===== config.mk =====
export PLATFORM = sky130hd
export DESIGN_NAME = csr_top
export DESIGN_NICKNAME = d
export VERILOG_FILES = /design/src/hdl/trap_pkg.sv /design/src/hdl/csr_pkg.sv /design/src/hdl/trap_if.sv /design/src/hdl/csr_top.sv /design/src/hdl/csr_file.sv /design/src/hdl/csr_counters.sv /design/src/hdl/trap_arbiter.sv
export VERILOG_INCLUDE_DIRS = /design/src /design/src/hdl
export SDC_FILE = /design/constraint.sdc
export NUM_CORES = 1
export LEC_CHECK = 0
export ABC_CLOCK_PERIOD_IN_PS = 3300
export BUFFER_PORTS_ARGS = -buffer_cell sky130_fd_sc_hd__buf_2
export CORE_ASPECT_RATIO = 2
export CORE_UTILIZATION = 40
export DETAILED_ROUTE_END_ITERATION = 8
export GPL_TIMING_DRIVEN = 0
export PLACE_DENSITY = 0.66
export SLEW_MARGIN = 5
export SYNTH_ARGS = -nofsm -noshare
export SYNTH_HDL_FRONTEND = slang
export SYNTH_SLANG_ARGS = --single-unit

===== constraint.sdc =====
create_clock -name clk_i -period 3.3 [get_ports clk_i]
set_input_delay 0.165 -clock clk_i [delete_from_list [all_inputs] [get_ports clk_i]]
set_output_delay 0.165 -clock clk_i [all_outputs]
set_load 0.01 [all_outputs]

===== src/hdl/core_params.svh =====
`ifndef CORE_PARAMS_SVH
`define CORE_PARAMS_SVH

// Register width of the RV32 core.
`define XLEN 32

// Program counter width.
`define PC_W 32

// Width of an mcause exception code.
`define CAUSE_W 5

// Width of a CSR address as given in the privileged spec.
`define CSR_ADDR_W 12

// Width of the internal CSR slot index.
`define CSR_IDX_W 5

// Width of the mcycle and minstret counters.
`define CTR_W 64

`endif

===== src/hdl/trap_pkg.sv =====
`include "core_params.svh"

package trap_pkg;

    typedef logic [`CAUSE_W-1:0] cause_t;

    localparam cause_t CAUSE_ILLEGAL       = 5'd2;
    localparam cause_t CAUSE_LOAD_MISALIGN = 5'd4;
    localparam cause_t CAUSE_ECALL_M       = 5'd11;

    // Not an architectural code, marks a return from the trap handler.
    localparam cause_t CAUSE_MRET = 5'd31;

    // One exception report after stage arbitration.
    typedef struct packed {
        logic             valid;
        logic [`PC_W-1:0] pc;
        cause_t           cause;
        logic [`XLEN-1:0] info;
    } trap_rec_t;

endpackage


===== src/hdl/csr_pkg.sv =====
`include "core_params.svh"

package csr_pkg;

    // Architectural slots that the CSR file decodes an address into.
    typedef enum logic [`CSR_IDX_W-1:0] {
        MVENDORID,
        MARCHID,
        MIMPID,
        MHARTID,
        MSTATUS,
        MISA,
        MIE,
        MTVEC,
        MSTATUSH,
        MEPC,
        MCAUSE,
        MTVAL,
        MTINST,
        MCYCLE,
        MCYCLEH,
        MINSTRET,
        MINSTRETH,
        UNIMPL
    } csr_idx_t;

    localparam logic [`CSR_ADDR_W-1:0] ADDR_MVENDORID = 12'hF11;
    localparam logic [`CSR_ADDR_W-1:0] ADDR_MARCHID   = 12'hF12;
    localparam logic [`CSR_ADDR_W-1:0] ADDR_MIMPID    = 12'hF13;
    localparam logic [`CSR_ADDR_W-1:0] ADDR_MHARTID   = 12'hF14;
    localparam logic [`CSR_ADDR_W-1:0] ADDR_MSTATUS   = 12'h300;
    localparam logic [`CSR_ADDR_W-1:0] ADDR_MISA      = 12'h301;
    localparam logic [`CSR_ADDR_W-1:0] ADDR_MIE       = 12'h304;
    localparam logic [`CSR_ADDR_W-1:0] ADDR_MTVEC     = 12'h305;
    localparam logic [`CSR_ADDR_W-1:0] ADDR_MSTATUSH  = 12'h310;
    localparam logic [`CSR_ADDR_W-1:0] ADDR_MEPC      = 12'h341;
    localparam logic [`CSR_ADDR_W-1:0] ADDR_MCAUSE    = 12'h342;
    localparam logic [`CSR_ADDR_W-1:0] ADDR_MTVAL     = 12'h343;
    localparam logic [`CSR_ADDR_W-1:0] ADDR_MTINST    = 12'h34A;
    localparam logic [`CSR_ADDR_W-1:0] ADDR_MCYCLE    = 12'hB00;
    localparam logic [`CSR_ADDR_W-1:0] ADDR_MINSTRET  = 12'hB02;
    localparam logic [`CSR_ADDR_W-1:0] ADDR_MCYCLEH   = 12'hB80;
    localparam logic [`CSR_ADDR_W-1:0] ADDR_MINSTRETH = 12'hB82;

    localparam int MSTATUS_MIE  = 3;
    localparam int MSTATUS_MPIE = 7;
    localparam int MSTATUS_MPP  = 11; // Low bit of the two-bit MPP field.

    localparam logic [1:0] PRIV_M = 2'b11;

    // MXL is 1 for RV32, with the C, I and M extension bits set.
    localparam logic [`XLEN-1:0] MISA_RESET = 32'h4000_1104;

endpackage


===== src/hdl/trap_if.sv =====
`timescale 1ns/1ps

`include "core_params.svh"

interface trap_if;

    logic              valid;
    logic [`PC_W-1:0]  pc;
    trap_pkg::cause_t  cause;
    logic [`XLEN-1:0]  info; // Faulting address or instruction, stage dependent.

    modport source (
        output valid,
        output pc,
        output cause,
        output info
    );

    modport sink (
        input valid,
        input pc,
        input cause,
        input info
    );

endinterface


===== src/hdl/csr_top.sv =====
`timescale 1ns/1ps

`include "core_params.svh"

module csr_top (
    input  logic                    clk_i,
    input  logic                    rstn_i,

    input  logic                    dec_valid_i,
    input  logic [`PC_W-1:0]        dec_pc_i,
    input  logic [`CAUSE_W-1:0]     dec_cause_i,

    input  logic                    exe_valid_i,
    input  logic [`PC_W-1:0]        exe_pc_i,
    input  logic [`CAUSE_W-1:0]     exe_cause_i,
    input  logic [`XLEN-1:0]        exe_info_i,

    input  logic                    mem_valid_i,
    input  logic [`PC_W-1:0]        mem_pc_i,
    input  logic [`CAUSE_W-1:0]     mem_cause_i,

    input  logic [`CSR_ADDR_W-1:0]  rd_addr_i,
    input  logic                    rd_valid_i,
    input  logic [`CSR_ADDR_W-1:0]  wr_addr_i,
    input  logic [`XLEN-1:0]        wr_data_i,
    input  logic                    wr_valid_i,

    input  logic                    retire_i,

    output logic [`XLEN-1:0]        csr_rdata_o,
    output logic                    csr_rvalid_o,
    output logic                    flush_o,
    output logic [`PC_W-1:0]        redirect_pc_o,
    output logic                    redirect_valid_o
);

    trap_if dec_if ();
    trap_if exe_if ();
    trap_if mem_if ();

    trap_pkg::trap_rec_t trap_rec;

    logic                mcycle_load_lo;
    logic                mcycle_load_hi;
    logic                minstret_load_lo;
    logic                minstret_load_hi;
    logic [`XLEN-1:0]    ctr_wdata;
    logic [`CTR_W-1:0]   mcycle;
    logic [`CTR_W-1:0]   minstret;

    assign dec_if.valid = dec_valid_i;
    assign dec_if.pc    = dec_pc_i;
    assign dec_if.cause = dec_cause_i;
    assign dec_if.info  = '0; // Decode reports carry no trap value.

    assign exe_if.valid = exe_valid_i;
    assign exe_if.pc    = exe_pc_i;
    assign exe_if.cause = exe_cause_i;
    assign exe_if.info  = exe_info_i;

    assign mem_if.valid = mem_valid_i;
    assign mem_if.pc    = mem_pc_i;
    assign mem_if.cause = mem_cause_i;
    assign mem_if.info  = '0;

    trap_arbiter u_trap_arbiter (
        .mem_i  (mem_if.sink),
        .exe_i  (exe_if.sink),
        .dec_i  (dec_if.sink),
        .trap_o (trap_rec)
    );

    csr_file u_csr_file (
        .clk_i              (clk_i),
        .rstn_i             (rstn_i),
        .trap_i             (trap_rec),
        .rd_addr_i          (rd_addr_i),
        .rd_valid_i         (rd_valid_i),
        .wr_addr_i          (wr_addr_i),
        .wr_data_i          (wr_data_i),
        .wr_valid_i         (wr_valid_i),
        .mcycle_i           (mcycle),
        .minstret_i         (minstret),
        .mcycle_load_lo_o   (mcycle_load_lo),
        .mcycle_load_hi_o   (mcycle_load_hi),
        .minstret_load_lo_o (minstret_load_lo),
        .minstret_load_hi_o (minstret_load_hi),
        .wdata_o            (ctr_wdata),
        .csr_rdata_o        (csr_rdata_o),
        .csr_rvalid_o       (csr_rvalid_o),
        .flush_o            (flush_o),
        .redirect_pc_o      (redirect_pc_o),
        .redirect_valid_o   (redirect_valid_o)
    );

    csr_counters u_csr_counters (
        .clk_i              (clk_i),
        .rstn_i             (rstn_i),
        .retire_i           (retire_i),
        .wdata_i            (ctr_wdata),
        .mcycle_load_lo_i   (mcycle_load_lo),
        .mcycle_load_hi_i   (mcycle_load_hi),
        .minstret_load_lo_i (minstret_load_lo),
        .minstret_load_hi_i (minstret_load_hi),
        .mcycle_o           (mcycle),
        .minstret_o         (minstret)
    );

endmodule


===== src/hdl/csr_file.sv =====
`timescale 1ns/1ps

`include "core_params.svh"

module csr_file (
    input  logic                     clk_i,
    input  logic                     rstn_i,
    input  trap_pkg::trap_rec_t      trap_i,
    input  logic [`CSR_ADDR_W-1:0]   rd_addr_i,
    input  logic                     rd_valid_i,
    input  logic [`CSR_ADDR_W-1:0]   wr_addr_i,
    input  logic [`XLEN-1:0]         wr_data_i,
    input  logic                     wr_valid_i,
    input  logic [`CTR_W-1:0]        mcycle_i,
    input  logic [`CTR_W-1:0]        minstret_i,
    output logic                     mcycle_load_lo_o,
    output logic                     mcycle_load_hi_o,
    output logic                     minstret_load_lo_o,
    output logic                     minstret_load_hi_o,
    output logic [`XLEN-1:0]         wdata_o,
    output logic [`XLEN-1:0]         csr_rdata_o,
    output logic                     csr_rvalid_o,
    output logic                     flush_o,
    output logic [`PC_W-1:0]         redirect_pc_o,
    output logic                     redirect_valid_o
);

    logic [`XLEN-1:0] mstatus_q;
    logic [`XLEN-1:0] mstatush_q;
    logic [`XLEN-1:0] mie_q;
    logic [`XLEN-1:0] mtvec_q;
    logic [`XLEN-1:0] mepc_q;
    logic [`XLEN-1:0] mcause_q;
    logic [`XLEN-1:0] mtval_q;
    logic [`XLEN-1:0] mtinst_q;

    logic [`XLEN-1:0] mstatus_trap;
    logic [`XLEN-1:0] mstatus_mret;
    logic             is_mret;

    csr_pkg::csr_idx_t rd_idx;
    csr_pkg::csr_idx_t wr_idx;

    function automatic csr_pkg::csr_idx_t addr_to_idx(input logic [`CSR_ADDR_W-1:0] addr);
        case (addr)
            csr_pkg::ADDR_MVENDORID: addr_to_idx = csr_pkg::MVENDORID;
            csr_pkg::ADDR_MARCHID:   addr_to_idx = csr_pkg::MARCHID;
            csr_pkg::ADDR_MIMPID:    addr_to_idx = csr_pkg::MIMPID;
            csr_pkg::ADDR_MHARTID:   addr_to_idx = csr_pkg::MHARTID;
            csr_pkg::ADDR_MSTATUS:   addr_to_idx = csr_pkg::MSTATUS;
            csr_pkg::ADDR_MISA:      addr_to_idx = csr_pkg::MISA;
            csr_pkg::ADDR_MIE:       addr_to_idx = csr_pkg::MIE;
            csr_pkg::ADDR_MTVEC:     addr_to_idx = csr_pkg::MTVEC;
            csr_pkg::ADDR_MSTATUSH:  addr_to_idx = csr_pkg::MSTATUSH;
            csr_pkg::ADDR_MEPC:      addr_to_idx = csr_pkg::MEPC;
            csr_pkg::ADDR_MCAUSE:    addr_to_idx = csr_pkg::MCAUSE;
            csr_pkg::ADDR_MTVAL:     addr_to_idx = csr_pkg::MTVAL;
            csr_pkg::ADDR_MTINST:    addr_to_idx = csr_pkg::MTINST;
            csr_pkg::ADDR_MCYCLE:    addr_to_idx = csr_pkg::MCYCLE;
            csr_pkg::ADDR_MCYCLEH:   addr_to_idx = csr_pkg::MCYCLEH;
            csr_pkg::ADDR_MINSTRET:  addr_to_idx = csr_pkg::MINSTRET;
            csr_pkg::ADDR_MINSTRETH: addr_to_idx = csr_pkg::MINSTRETH;
            default:                 addr_to_idx = csr_pkg::UNIMPL;
        endcase
    endfunction

    assign rd_idx  = addr_to_idx(rd_addr_i);
    assign wr_idx  = addr_to_idx(wr_addr_i);
    assign is_mret = trap_i.cause == trap_pkg::CAUSE_MRET;

    always_comb begin
        mstatus_trap = mstatus_q;
        mstatus_trap[csr_pkg::MSTATUS_MPIE]  = mstatus_q[csr_pkg::MSTATUS_MIE];
        mstatus_trap[csr_pkg::MSTATUS_MIE]   = 1'b0;
        mstatus_trap[csr_pkg::MSTATUS_MPP +: 2] = csr_pkg::PRIV_M;

        mstatus_mret = mstatus_q;
        mstatus_mret[csr_pkg::MSTATUS_MIE]  = mstatus_q[csr_pkg::MSTATUS_MPIE];
        mstatus_mret[csr_pkg::MSTATUS_MPIE] = 1'b1;
    end

    always_comb begin
        case (rd_idx)
            csr_pkg::MSTATUS:   csr_rdata_o = mstatus_q;
            csr_pkg::MISA:      csr_rdata_o = csr_pkg::MISA_RESET;
            csr_pkg::MIE:       csr_rdata_o = mie_q;
            csr_pkg::MTVEC:     csr_rdata_o = mtvec_q;
            csr_pkg::MSTATUSH:  csr_rdata_o = mstatush_q;
            csr_pkg::MEPC:      csr_rdata_o = mepc_q;
            csr_pkg::MCAUSE:    csr_rdata_o = mcause_q;
            csr_pkg::MTVAL:     csr_rdata_o = mtval_q;
            csr_pkg::MTINST:    csr_rdata_o = mtinst_q;
            csr_pkg::MCYCLE:    csr_rdata_o = mcycle_i[`XLEN-1:0];
            csr_pkg::MCYCLEH:   csr_rdata_o = mcycle_i[`CTR_W-1:`XLEN];
            csr_pkg::MINSTRET:  csr_rdata_o = minstret_i[`XLEN-1:0];
            csr_pkg::MINSTRETH: csr_rdata_o = minstret_i[`CTR_W-1:`XLEN];
            default:            csr_rdata_o = '0; // ID registers and unknown addresses.
        endcase
    end

    assign csr_rvalid_o = rd_valid_i;

    // Counters live in csr_counters, a write here only raises its load strobe.
    assign mcycle_load_lo_o   = wr_valid_i && (wr_idx == csr_pkg::MCYCLE);
    assign mcycle_load_hi_o   = wr_valid_i && (wr_idx == csr_pkg::MCYCLEH);
    assign minstret_load_lo_o = wr_valid_i && (wr_idx == csr_pkg::MINSTRET);
    assign minstret_load_hi_o = wr_valid_i && (wr_idx == csr_pkg::MINSTRETH);
    assign wdata_o            = wr_data_i;

    always_ff @(posedge clk_i) begin
        if (!rstn_i) begin
            mstatus_q  <= '0;
            mstatus_q[csr_pkg::MSTATUS_MPP +: 2] <= csr_pkg::PRIV_M;
            mstatush_q <= '0;
            mie_q      <= '0;
            mtvec_q    <= '0;
            mepc_q     <= '0;
            mcause_q   <= '0;
            mtval_q    <= '0;
            mtinst_q   <= '0;
        end else begin
            if (wr_valid_i) begin
                case (wr_idx)
                    csr_pkg::MSTATUS:  mstatus_q  <= wr_data_i;
                    csr_pkg::MIE:      mie_q      <= wr_data_i;
                    csr_pkg::MTVEC:    mtvec_q    <= wr_data_i;
                    csr_pkg::MSTATUSH: mstatush_q <= wr_data_i;
                    csr_pkg::MEPC:     mepc_q     <= wr_data_i;
                    csr_pkg::MCAUSE:   mcause_q   <= wr_data_i;
                    csr_pkg::MTVAL:    mtval_q    <= wr_data_i;
                    csr_pkg::MTINST:   mtinst_q   <= wr_data_i;
                    default: ;
                endcase
            end
            // Placed after the write so a trap overrides it on the same register.
            if (trap_i.valid) begin
                if (is_mret) begin
                    mstatus_q <= mstatus_mret;
                end else begin
                    mstatus_q <= mstatus_trap;
                    mepc_q    <= trap_i.pc;
                    mcause_q  <= {{(`XLEN-`CAUSE_W){1'b0}}, trap_i.cause};
                    mtval_q   <= trap_i.info;
                end
            end
        end
    end

    assign flush_o          = trap_i.valid;
    assign redirect_valid_o = trap_i.valid;
    assign redirect_pc_o    = is_mret ? mepc_q : {mtvec_q[`PC_W-1:2], 2'b00}; // Direct mode only.

endmodule


===== src/hdl/csr_counters.sv =====
`timescale 1ns/1ps

`include "core_params.svh"

module csr_counters (
    input  logic               clk_i,
    input  logic               rstn_i,
    input  logic               retire_i,
    input  logic [`XLEN-1:0]   wdata_i,
    input  logic               mcycle_load_lo_i,
    input  logic               mcycle_load_hi_i,
    input  logic               minstret_load_lo_i,
    input  logic               minstret_load_hi_i,
    output logic [`CTR_W-1:0]  mcycle_o,
    output logic [`CTR_W-1:0]  minstret_o
);

    logic [`CTR_W-1:0] mcycle_q;
    logic [`CTR_W-1:0] minstret_q;

    // A loaded half takes the write data, the other half keeps the counted value.
    function automatic logic [`CTR_W-1:0] next_count(
        input logic [`CTR_W-1:0] cur,
        input logic              inc,
        input logic              load_lo,
        input logic              load_hi,
        input logic [`XLEN-1:0]  wdata
    );
        logic [`CTR_W-1:0] nxt;
        nxt = cur + {{(`CTR_W-1){1'b0}}, inc};
        if (load_lo) begin
            nxt[`XLEN-1:0] = wdata;
        end
        if (load_hi) begin
            nxt[`CTR_W-1:`XLEN] = wdata;
        end
        return nxt;
    endfunction

    always_ff @(posedge clk_i) begin
        if (!rstn_i) begin
            mcycle_q   <= '0;
            minstret_q <= '0;
        end else begin
            mcycle_q   <= next_count(mcycle_q, 1'b1, mcycle_load_lo_i, mcycle_load_hi_i, wdata_i);
            minstret_q <= next_count(minstret_q, retire_i, minstret_load_lo_i,
                                     minstret_load_hi_i, wdata_i);
        end
    end

    assign mcycle_o   = mcycle_q;
    assign minstret_o = minstret_q;

endmodule


===== src/hdl/trap_arbiter.sv =====
`timescale 1ns/1ps

module trap_arbiter (
    trap_if.sink                 mem_i,
    trap_if.sink                 exe_i,
    trap_if.sink                 dec_i,
    output trap_pkg::trap_rec_t  trap_o
);

    always_comb begin
        trap_o.valid = mem_i.valid | exe_i.valid | dec_i.valid;

        // The oldest instruction in the pipeline owns the trap.
        if (mem_i.valid) begin
            trap_o.pc    = mem_i.pc;
            trap_o.cause = mem_i.cause;
            trap_o.info  = mem_i.info;
        end else if (exe_i.valid) begin
            trap_o.pc    = exe_i.pc;
            trap_o.cause = exe_i.cause;
            trap_o.info  = exe_i.info;
        end else begin
            trap_o.pc    = dec_i.pc;
            trap_o.cause = dec_i.cause;
            trap_o.info  = dec_i.info;
        end
    end

endmodule


==> results of run 1 <==
[worst reg2reg max path: stages (launching register included)]
cell and delay [ns]:
dfxtp_1 0.45, and4_1 0.29, nand4_1 0.39, nor4_2 0.95, nand2_1 0.42, nor4_1 0.43, xnor2_1 0.17, a21oi_1 0.08
[sequential cells by signal (all words and copies together), names as in the netlist]
signal / count
u_csr_counters.mcycle_o: 64
u_csr_counters.minstret_o: 64
u_csr_file.mcause_q: 32
u_csr_file.mepc_q: 32
u_csr_file.mie_q: 32
u_csr_file.mstatus_q: 32
u_csr_file.mstatush_q: 32
u_csr_file.mtinst_q: 32
u_csr_file.mtval_q: 32
u_csr_file.mtvec_q: 32
[layer usage]
layer  vias to the layer above  wire length, µm  global-route usage, %  part of all wire (%)
met3                       645             9150                   8.82                   8.2
met4                         4            15700                   49.0                    14
met5                         -               23                      0                 0.021
met1                     10800            34000                   39.0                    30
li1                       9772                -                      -                     -
met2                      1592            53300                   71.8                    48
[power breakdown]
group,switching [mW],internal (mW),leakage (nW)
registers,0.101,4.70,3.11
logic,0.591,0.339,5.93
clock network,2.05,2.58,0.619
total,2.74,7.62,9.65
[final cells by class]
type	count	share of cell area, %
tap	654	3.26
timing repair buffer	340	8.14
clock buffer	59	4.63
clock inverter	8	0.384
inverter	13	0.195
antenna	1	0.00998
sequential	384	30.6
multi-input combinational	1879	48.5
buffer	229	4.19
[metrics by stage]
| step | setup slack [ns] | instance area [µm²] | std cells | TNS, ns |
|---|---|---|---|---|
| 2_1_floorplan | 0.473 | 20700 | 2513 | 0 |
| 3_3_place_gp | -1.59 | 22800 | 3436 | -130.05 |
| 3_5_place_dp | -1.62 | 22900 | 3440 | -117.54 |
| 4_1_cts | 0.0138 | 25000 | 3568 | 0 |
| 5_1_grt | 0.000409 | 25100 | 3566 | 0 |
| 6_report | -0.0198 | 25100 | 3567 | -0.0314 |
[kinds of logic (layout without fill, tap and decap cells)]
family          Yosys count  in the layout  share of synthesized area (%)
compound gates          606            606                           18.9
mux                     285            285                           14.5
other cells               0              1                              0
simple gates            858            858                           19.0
xor+xnor                127            127                           5.38
flops                   384            384                           37.2
fa+ha+maj                 3              3                          0.181
buf+inv                 250            649                           4.98
[final timing paths]
kind | from | endpoint | slack, ns | cells after the start
setup / recovery | rd_addr_i[10] | csr_rdata_o[20] | -0.02 | 10
hold / removal | mem_pc_i[8] | u_csr_file.mepc_q[8]$_SDFF_PN0_ | 0.008 | 4
setup reg to reg | u_csr_counters.minstret_o[14]$_SDFF_PN0_ | u_csr_counters.minstret_o[61]$_SDFF_PN0_ | -0.01 | 7
hold reg to reg | u_csr_file.mie_q[5]$_SDFFE_PN0P_ | u_csr_file.mie_q[5]$_SDFFE_PN0P_ | 0.45 | 2
[cell usage after synthesis, types with 3 or more instances]
library cell	instances
dfxtp_1	384
nand2_1	372
a21oi_1	225
nor2_1	207
clkbuf_1	200
mux2i_1	175
o21ai_0	116
mux2_2	110
nand3_1	84
xor2_1	68
a211oi_1	63
xnor2_1	59
nand4_1	46
a221oi_1	42
a22oi_1	37
a311oi_1	33
and3_1	27
nor3_1	25
a22o_1	23
and4_1	21
buf_1	15
o211ai_1	14
buf_2	13
nor4_1	13
inv_1	12
a221o_1	9
a222oi_1	9
nor3b_1	7
or3_1	7
nor2b_1	6
o2111ai_1	6
o221ai_1	6
or2_2	6
a211o_1	5
and2_1	5
and3b_1	5
buf_4	5
nand3b_1	5
nand4b_1	4
a21o_1	3
a31oi_1	3
buf_12	3
ha_1	3
nor4bb_1	3
[what timing repair did]
| item | 4_1_cts | 5_1_grt |
|---|---|---|
| endpoints found under the hold margin | 61 | 0 |
| resized for setup | 77 | 41 |
| hold buffers | 61 | 0 |
| pin swaps | 1 | 1 |
| setup buffers | 6 | 0 |
| cloned | 0 | 0 |
| setup endpoints to repair | 126 | 49 |
==> results.sh, run 1 <==
export IMPL_outcome="finished with violations"
export IMPL_violations="setup timing"
export IMPL_synth_ff_type="dfxtp_1"
export IMPL_critPathBufInv=4
export IMPL_synth_fp_nets=2723
export IMPL_grt_pass1_vias=22400
export IMPL_track_usage_pct=42.2
export IMPL_clkSlewWorstSetupHoldPaths_ns=0.07
export IMPL_globalRouteOverflowTotal=0
export IMPL_clock_sinks=384
export IMPL_critPathMaxFanout=10
export IMPL_p_total_mw=10.4
export IMPL_synth_edf_count=0
export IMPL_core_area_mm2=0.0509
export IMPL_dieArea_mm2=0.0527
export IMPL_worst_pin_slew_ns=1.36
export IMPL_synth_top_area_share_pct=37.2
export IMPL_clk_insertion_delay_late_ns=0.58
export IMPL_pin_count=274
export IMPL_synth_seq_area_share_pct=37.2
export IMPL_setup_viol=2
export IMPL_start_util_pct=40.6
export IMPL_hold_class="in -> reg"
export IMPL_leakage_nw=9.65
export IMPL_synthTopCellsByArea="dfxtp_1 37%, mux2i_1 8.5%, nand2_1 6.8%, mux2_2 6.0%, a21oi_1 5.4%"
export IMPL_grt_pass1_wl_um=156000
export IMPL_die_w_um=163
export IMPL_cts_root_buf="clkbuf_16"
export IMPL_skew_ns=0.0296
export IMPL_crit_chain="buf_2, or4b_2, o32ai_2, nor2b_1, clkbuf_2, nor3b_2, clkbuf_4, a221oi_2, o221ai_1, buf_2"
export IMPL_ant_nets=0
export IMPL_hold_ws_ns=0.00756
export IMPL_end_kind="output pin"
export IMPL_maxSlewViolCount=0
export IMPL_crit_top_cell="buf_2"
export IMPL_gp_congestion=1.04
export IMPL_fin_ws_ns=-0.0198
export IMPL_rsz0062_at_grt="no"
export IMPL_post_route_util_pct=49.2
export IMPL_synth_avg_cell_area_um2=8.23
export IMPL_drc_errors=0
export IMPL_yosys_area_top_type="dfxtp_1"
export IMPL_period_share_pct=101
export IMPL_yosysWarnings=0
export IMPL_wl_per_cell_um=31.4
export IMPL_chipHeight_um=324
export IMPL_final_min_clock_period_ns=3.32
export IMPL_synthCells=2513
export IMPL_syn_area_mm2=0.0207
export IMPL_htreeDepth=2
export IMPL_drt_iter0_markers=2518
export IMPL_final_cell_mix="384 x dfxtp_1, 371 x nand2_1, 288 x buf_2"
export IMPL_totalWireLength_um=112000
export IMPL_fill_cells=5037
export IMPL_worst_setup_path_type="in -> out"
export IMPL_clk_path_buf_depth=3
export IMPL_critPathLaunchType="input pin"
export IMPL_fin_nets=3094
export IMPL_vias_per_cell=6.39
export IMPL_crit_family="simple AND/OR/NAND/NOR gates"
export IMPL_cts_tree="yes"
export IMPL_areaGrowthSynthToFinish_pct=21.3
export IMPL_cp_slowest_cell="or4b_2"
export IMPL_seqCellArea_mm2=0.00769
export IMPL_synth_cell_types=70
export IMPL_grt_max_degree=15
export IMPL_layout_drive_gt1_share_pct=19.1
export IMPL_slew_headroom_pct=9.02
export IMPL_hold_viol_final=0
export IMPL_dr_total_vias=22800
export IMPL_cts_buffers_inserted=37
export IMPL_max_vdd_ir_drop_v=0.000381
export IMPL_fmax_ghz=0.301
export IMPL_required_ns=3.13
export IMPL_async_flop_share_pct=0
export IMPL_dp_hpwl_um=86000
export IMPL_powerDensity_mw_per_mm2=413
export IMPL_multi_input_area_mm2=0.0122
export IMPL_num_rows=117
export IMPL_first_pass_iters=8
export IMPL_maxCapViolCount=0
export IMPL_layout_commonest_cell="dfxtp_1"
export IMPL_critPathArrivalTime_ns=3.15
export IMPL_antenna_found_initial=2
export IMPL_ys_seq_elements=384
export IMPL_io_buffer_count=269
export IMPL_slowest_delay_ns=0.68
Power figures use the tool's default switching activity.
==> run 2, diff against run 1 <==
--- a/config.mk
+++ b/config.mk
@@ -7,12 +7,11 @@
 export NUM_CORES = 1
 export LEC_CHECK = 0
 export ABC_CLOCK_PERIOD_IN_PS = 3300
-export BUFFER_PORTS_ARGS = -buffer_cell sky130_fd_sc_hd__buf_2
-export CORE_ASPECT_RATIO = 2
 export CORE_UTILIZATION = 40
 export DETAILED_ROUTE_END_ITERATION = 8
+export DONT_BUFFER_PORTS = 1
 export GPL_TIMING_DRIVEN = 0
-export PLACE_DENSITY = 0.66
+export PLACE_DENSITY = 0.55
 export SLEW_MARGIN = 5
 export SYNTH_ARGS = -nofsm -noshare
 export SYNTH_HDL_FRONTEND = slang
==> run 2 against run 1 <==
  * The flow finishes with violations (capacitance limit, slew limit, setup timing)
  * Die area is 0.11% lower
  * Sequential power hardly changed
  * Total power is 6.4% higher
  * Maximum frequency is 1.6% lower
  * Final area is 2.8% lower
  * Critical endpoint is now csr_rdata_o[28]
==> results.sh, run 2 (synthesis gave the netlist of run 1 again) <==
export IMPL_worst_setup_path_type="in -> out"
export IMPL_maxCapViolCount=4
export IMPL_grt_pass1_vias=19500
export IMPL_tns_ns=-0.0727
export IMPL_fin_ws_ns=-0.0727
export IMPL_layout_drive_gt1_share_pct=10.5
export IMPL_pin_count=274
export IMPL_critPathMaxFanout=10
export IMPL_outcome="finished with violations"
export IMPL_first_pass_iters=8
export IMPL_fin_nets=2876
export IMPL_clock_sinks=384
export IMPL_final_area_mm2=0.0244
export IMPL_gp_congestion=1.05
export IMPL_num_rows=82
export IMPL_post_route_util_pct=48.2
export IMPL_chipHeight_um=229
export IMPL_clkSlewWorstSetupHoldPaths_ns=0.06
export IMPL_dp_slack_ns=-1.42
export IMPL_ant_nets=0
export IMPL_critPathLaunchType="input pin"
export IMPL_ff2ff_path_depth=9
export IMPL_cts_tree="yes"
export IMPL_start_util_pct=40.9
export IMPL_maxSlewViolCount=34
export IMPL_hold_ws_ns=0.0134
export IMPL_dp_hpwl_um=77200
export IMPL_final_cell_mix="384 x dfxtp_1, 372 x nand2_1, 223 x a21oi_1"
export IMPL_p_sw_mw=2.89
export IMPL_pwr_share_clk_pct=48.8
export IMPL_track_usage_pct=38.7
export IMPL_critPathArrivalTime_ns=3.21
export IMPL_critPathBufInv=3
export IMPL_worst_pin_slew_ns=1.55
export IMPL_required_ns=3.13
export IMPL_grt_max_degree=15
export IMPL_core_area_mm2=0.0506
export IMPL_hold_viol_final=0
export IMPL_fin_cells=3380
export IMPL_timing_rr_end="u_csr_counters.mcycle_o[56]$_SDFF_PN0_"
export IMPL_totalWireLength_um=105000
export IMPL_grt_pass1_wl_um=146000
export IMPL_hold_class="in -> reg"
export IMPL_drc_errors=0
export IMPL_cp_num_cells=9
export IMPL_seqPwrFrac_pct=43.7
export IMPL_min_from="dec_pc_i[30]"
export IMPL_cts_buffers_inserted=46
export IMPL_max_vdd_ir_drop_v=0.000391
export IMPL_dr_total_vias=21500
export IMPL_io_buffer_count=0
export IMPL_layout_commonest_cell="dfxtp_1"
export IMPL_powerDensity_mw_per_mm2=452
export IMPL_fill_cells=4967
export IMPL_crit_chain="clkbuf_2, nor3_2, and3_2, a21oi_4, clkbuf_2, clkbuf_2, o21ai_0, a221oi_1, o221ai_2"
export IMPL_p_sw_share_pct=26.3
export IMPL_p_int_mw=8.13
export IMPL_setup_viol=1
export IMPL_crit_family="compound AO/OA/AOI/OAI gates"
export IMPL_violations="capacitance limit, slew limit, setup timing"
export IMPL_cp_endpoint="csr_rdata_o[28]"
export IMPL_p_total_mw=11.0
export IMPL_crit_top_cell="clkbuf_2"
export IMPL_clk_insertion_delay_late_ns=0.60
export IMPL_htreeDepth=2
export IMPL_r2r_start="u_csr_counters.mcycle_o[14]$_SDFF_PN0_"
export IMPL_power_frac_comb_pct=7.5
export IMPL_final_min_clock_period_ns=3.37
export IMPL_dp_cells=3188
export IMPL_clk_path_buf_depth=3
export IMPL_dieArea_mm2=0.0526
export IMPL_slew_headroom_pct=-3.61
export IMPL_rsz0062_at_grt="no"
export IMPL_period_share_pct=102
export IMPL_globalRouteOverflowTotal=0
export IMPL_skew_ns=0.0239
export IMPL_end_kind="output pin"
export IMPL_wl_per_cell_um=31.2
export IMPL_antenna_found_initial=1
export IMPL_startpoint="rd_addr_i[2]"
export IMPL_die_w_um=229
export IMPL_areaGrowthSynthToFinish_pct=17.9
export IMPL_vias_per_cell=6.37
export IMPL_leakage_nw=8.73
export IMPL_cp_slowest_cell="o21ai_0"
export IMPL_placed_area_mm2=0.0216
export IMPL_cts_root_buf="clkbuf_16"
export IMPL_drt_iter0_markers=2827
export IMPL_min_path_cells=4
export IMPL_reg2reg_slack_ns=0.22
export IMPL_slowest_delay_ns=0.64
export IMPL_fmax_ghz=0.297
[run 2: power by group through the flow]
stage                     Combinational (mW)  Clock (mW)  Sequential [mW]
after floorplan                        0.404           0             4.84
after global placement                 0.659           0             4.90
after detailed placement               0.668           0             4.90
after CTS                              0.792        5.37             4.80
after global routing                   0.853        5.55             4.81
final                                  0.825        5.38             4.82
[run 2: timing repair]
action,4_1_cts,5_1_grt
hold buffers,106,0
setup buffers,1,0
gates resized for setup,54,23
endpoints found under the hold margin,101,0
setup endpoints to repair,58,42
[run 2: how the worst min path moves through the flow]
stage / slack, ns / to
floorplan: 0.32 / u_csr_file.mtval_q[0]$_SDFF_PN0_
global route: 0.03 / u_csr_file.mepc_q[17]$_SDFF_PN0_
global placement: 0.33 / u_csr_file.mtval_q[25]$_SDFF_PN0_
CTS: 0.002 / u_csr_file.mepc_q[30]$_SDFF_PN0_
detailed placement: 0.34 / u_csr_file.mtval_q[29]$_SDFF_PN0_
finish: 0.01 / u_csr_file.mepc_q[30]$_SDFF_PN0_
[run 2: tightest hold or removal path: cells and delay by family]
family         cells  cell delay [ns]
multiplexers       2             0.25
AO/OA/AOI/OAI      2             0.16
[run 2: cell type report]
cell class              instances  area, µm²  share of cell area [%]
multi-input cells            1879      12100                    49.8
flip-flops and latches        384       7690                    31.5
clock buffers                  66       1340                    5.49
repair buffers                110       1090                    4.48
plain buffers                 232       1020                    4.18
well taps                     672        841                    3.45
clock inverters                17        206                   0.847
inverters                      13       48.8                   0.200
diodes                          7       17.5                  0.0719
[run 2: routing by layer]
layer  global-route usage (%)  up-vias  wire length (µm)
li1                         -     9366                 -
met1                     54.5    10400             43700
met2                     53.8     1505             41900
met3                     11.1      228             14400
met4                     18.2        0              5400
met5                        0        -                 0
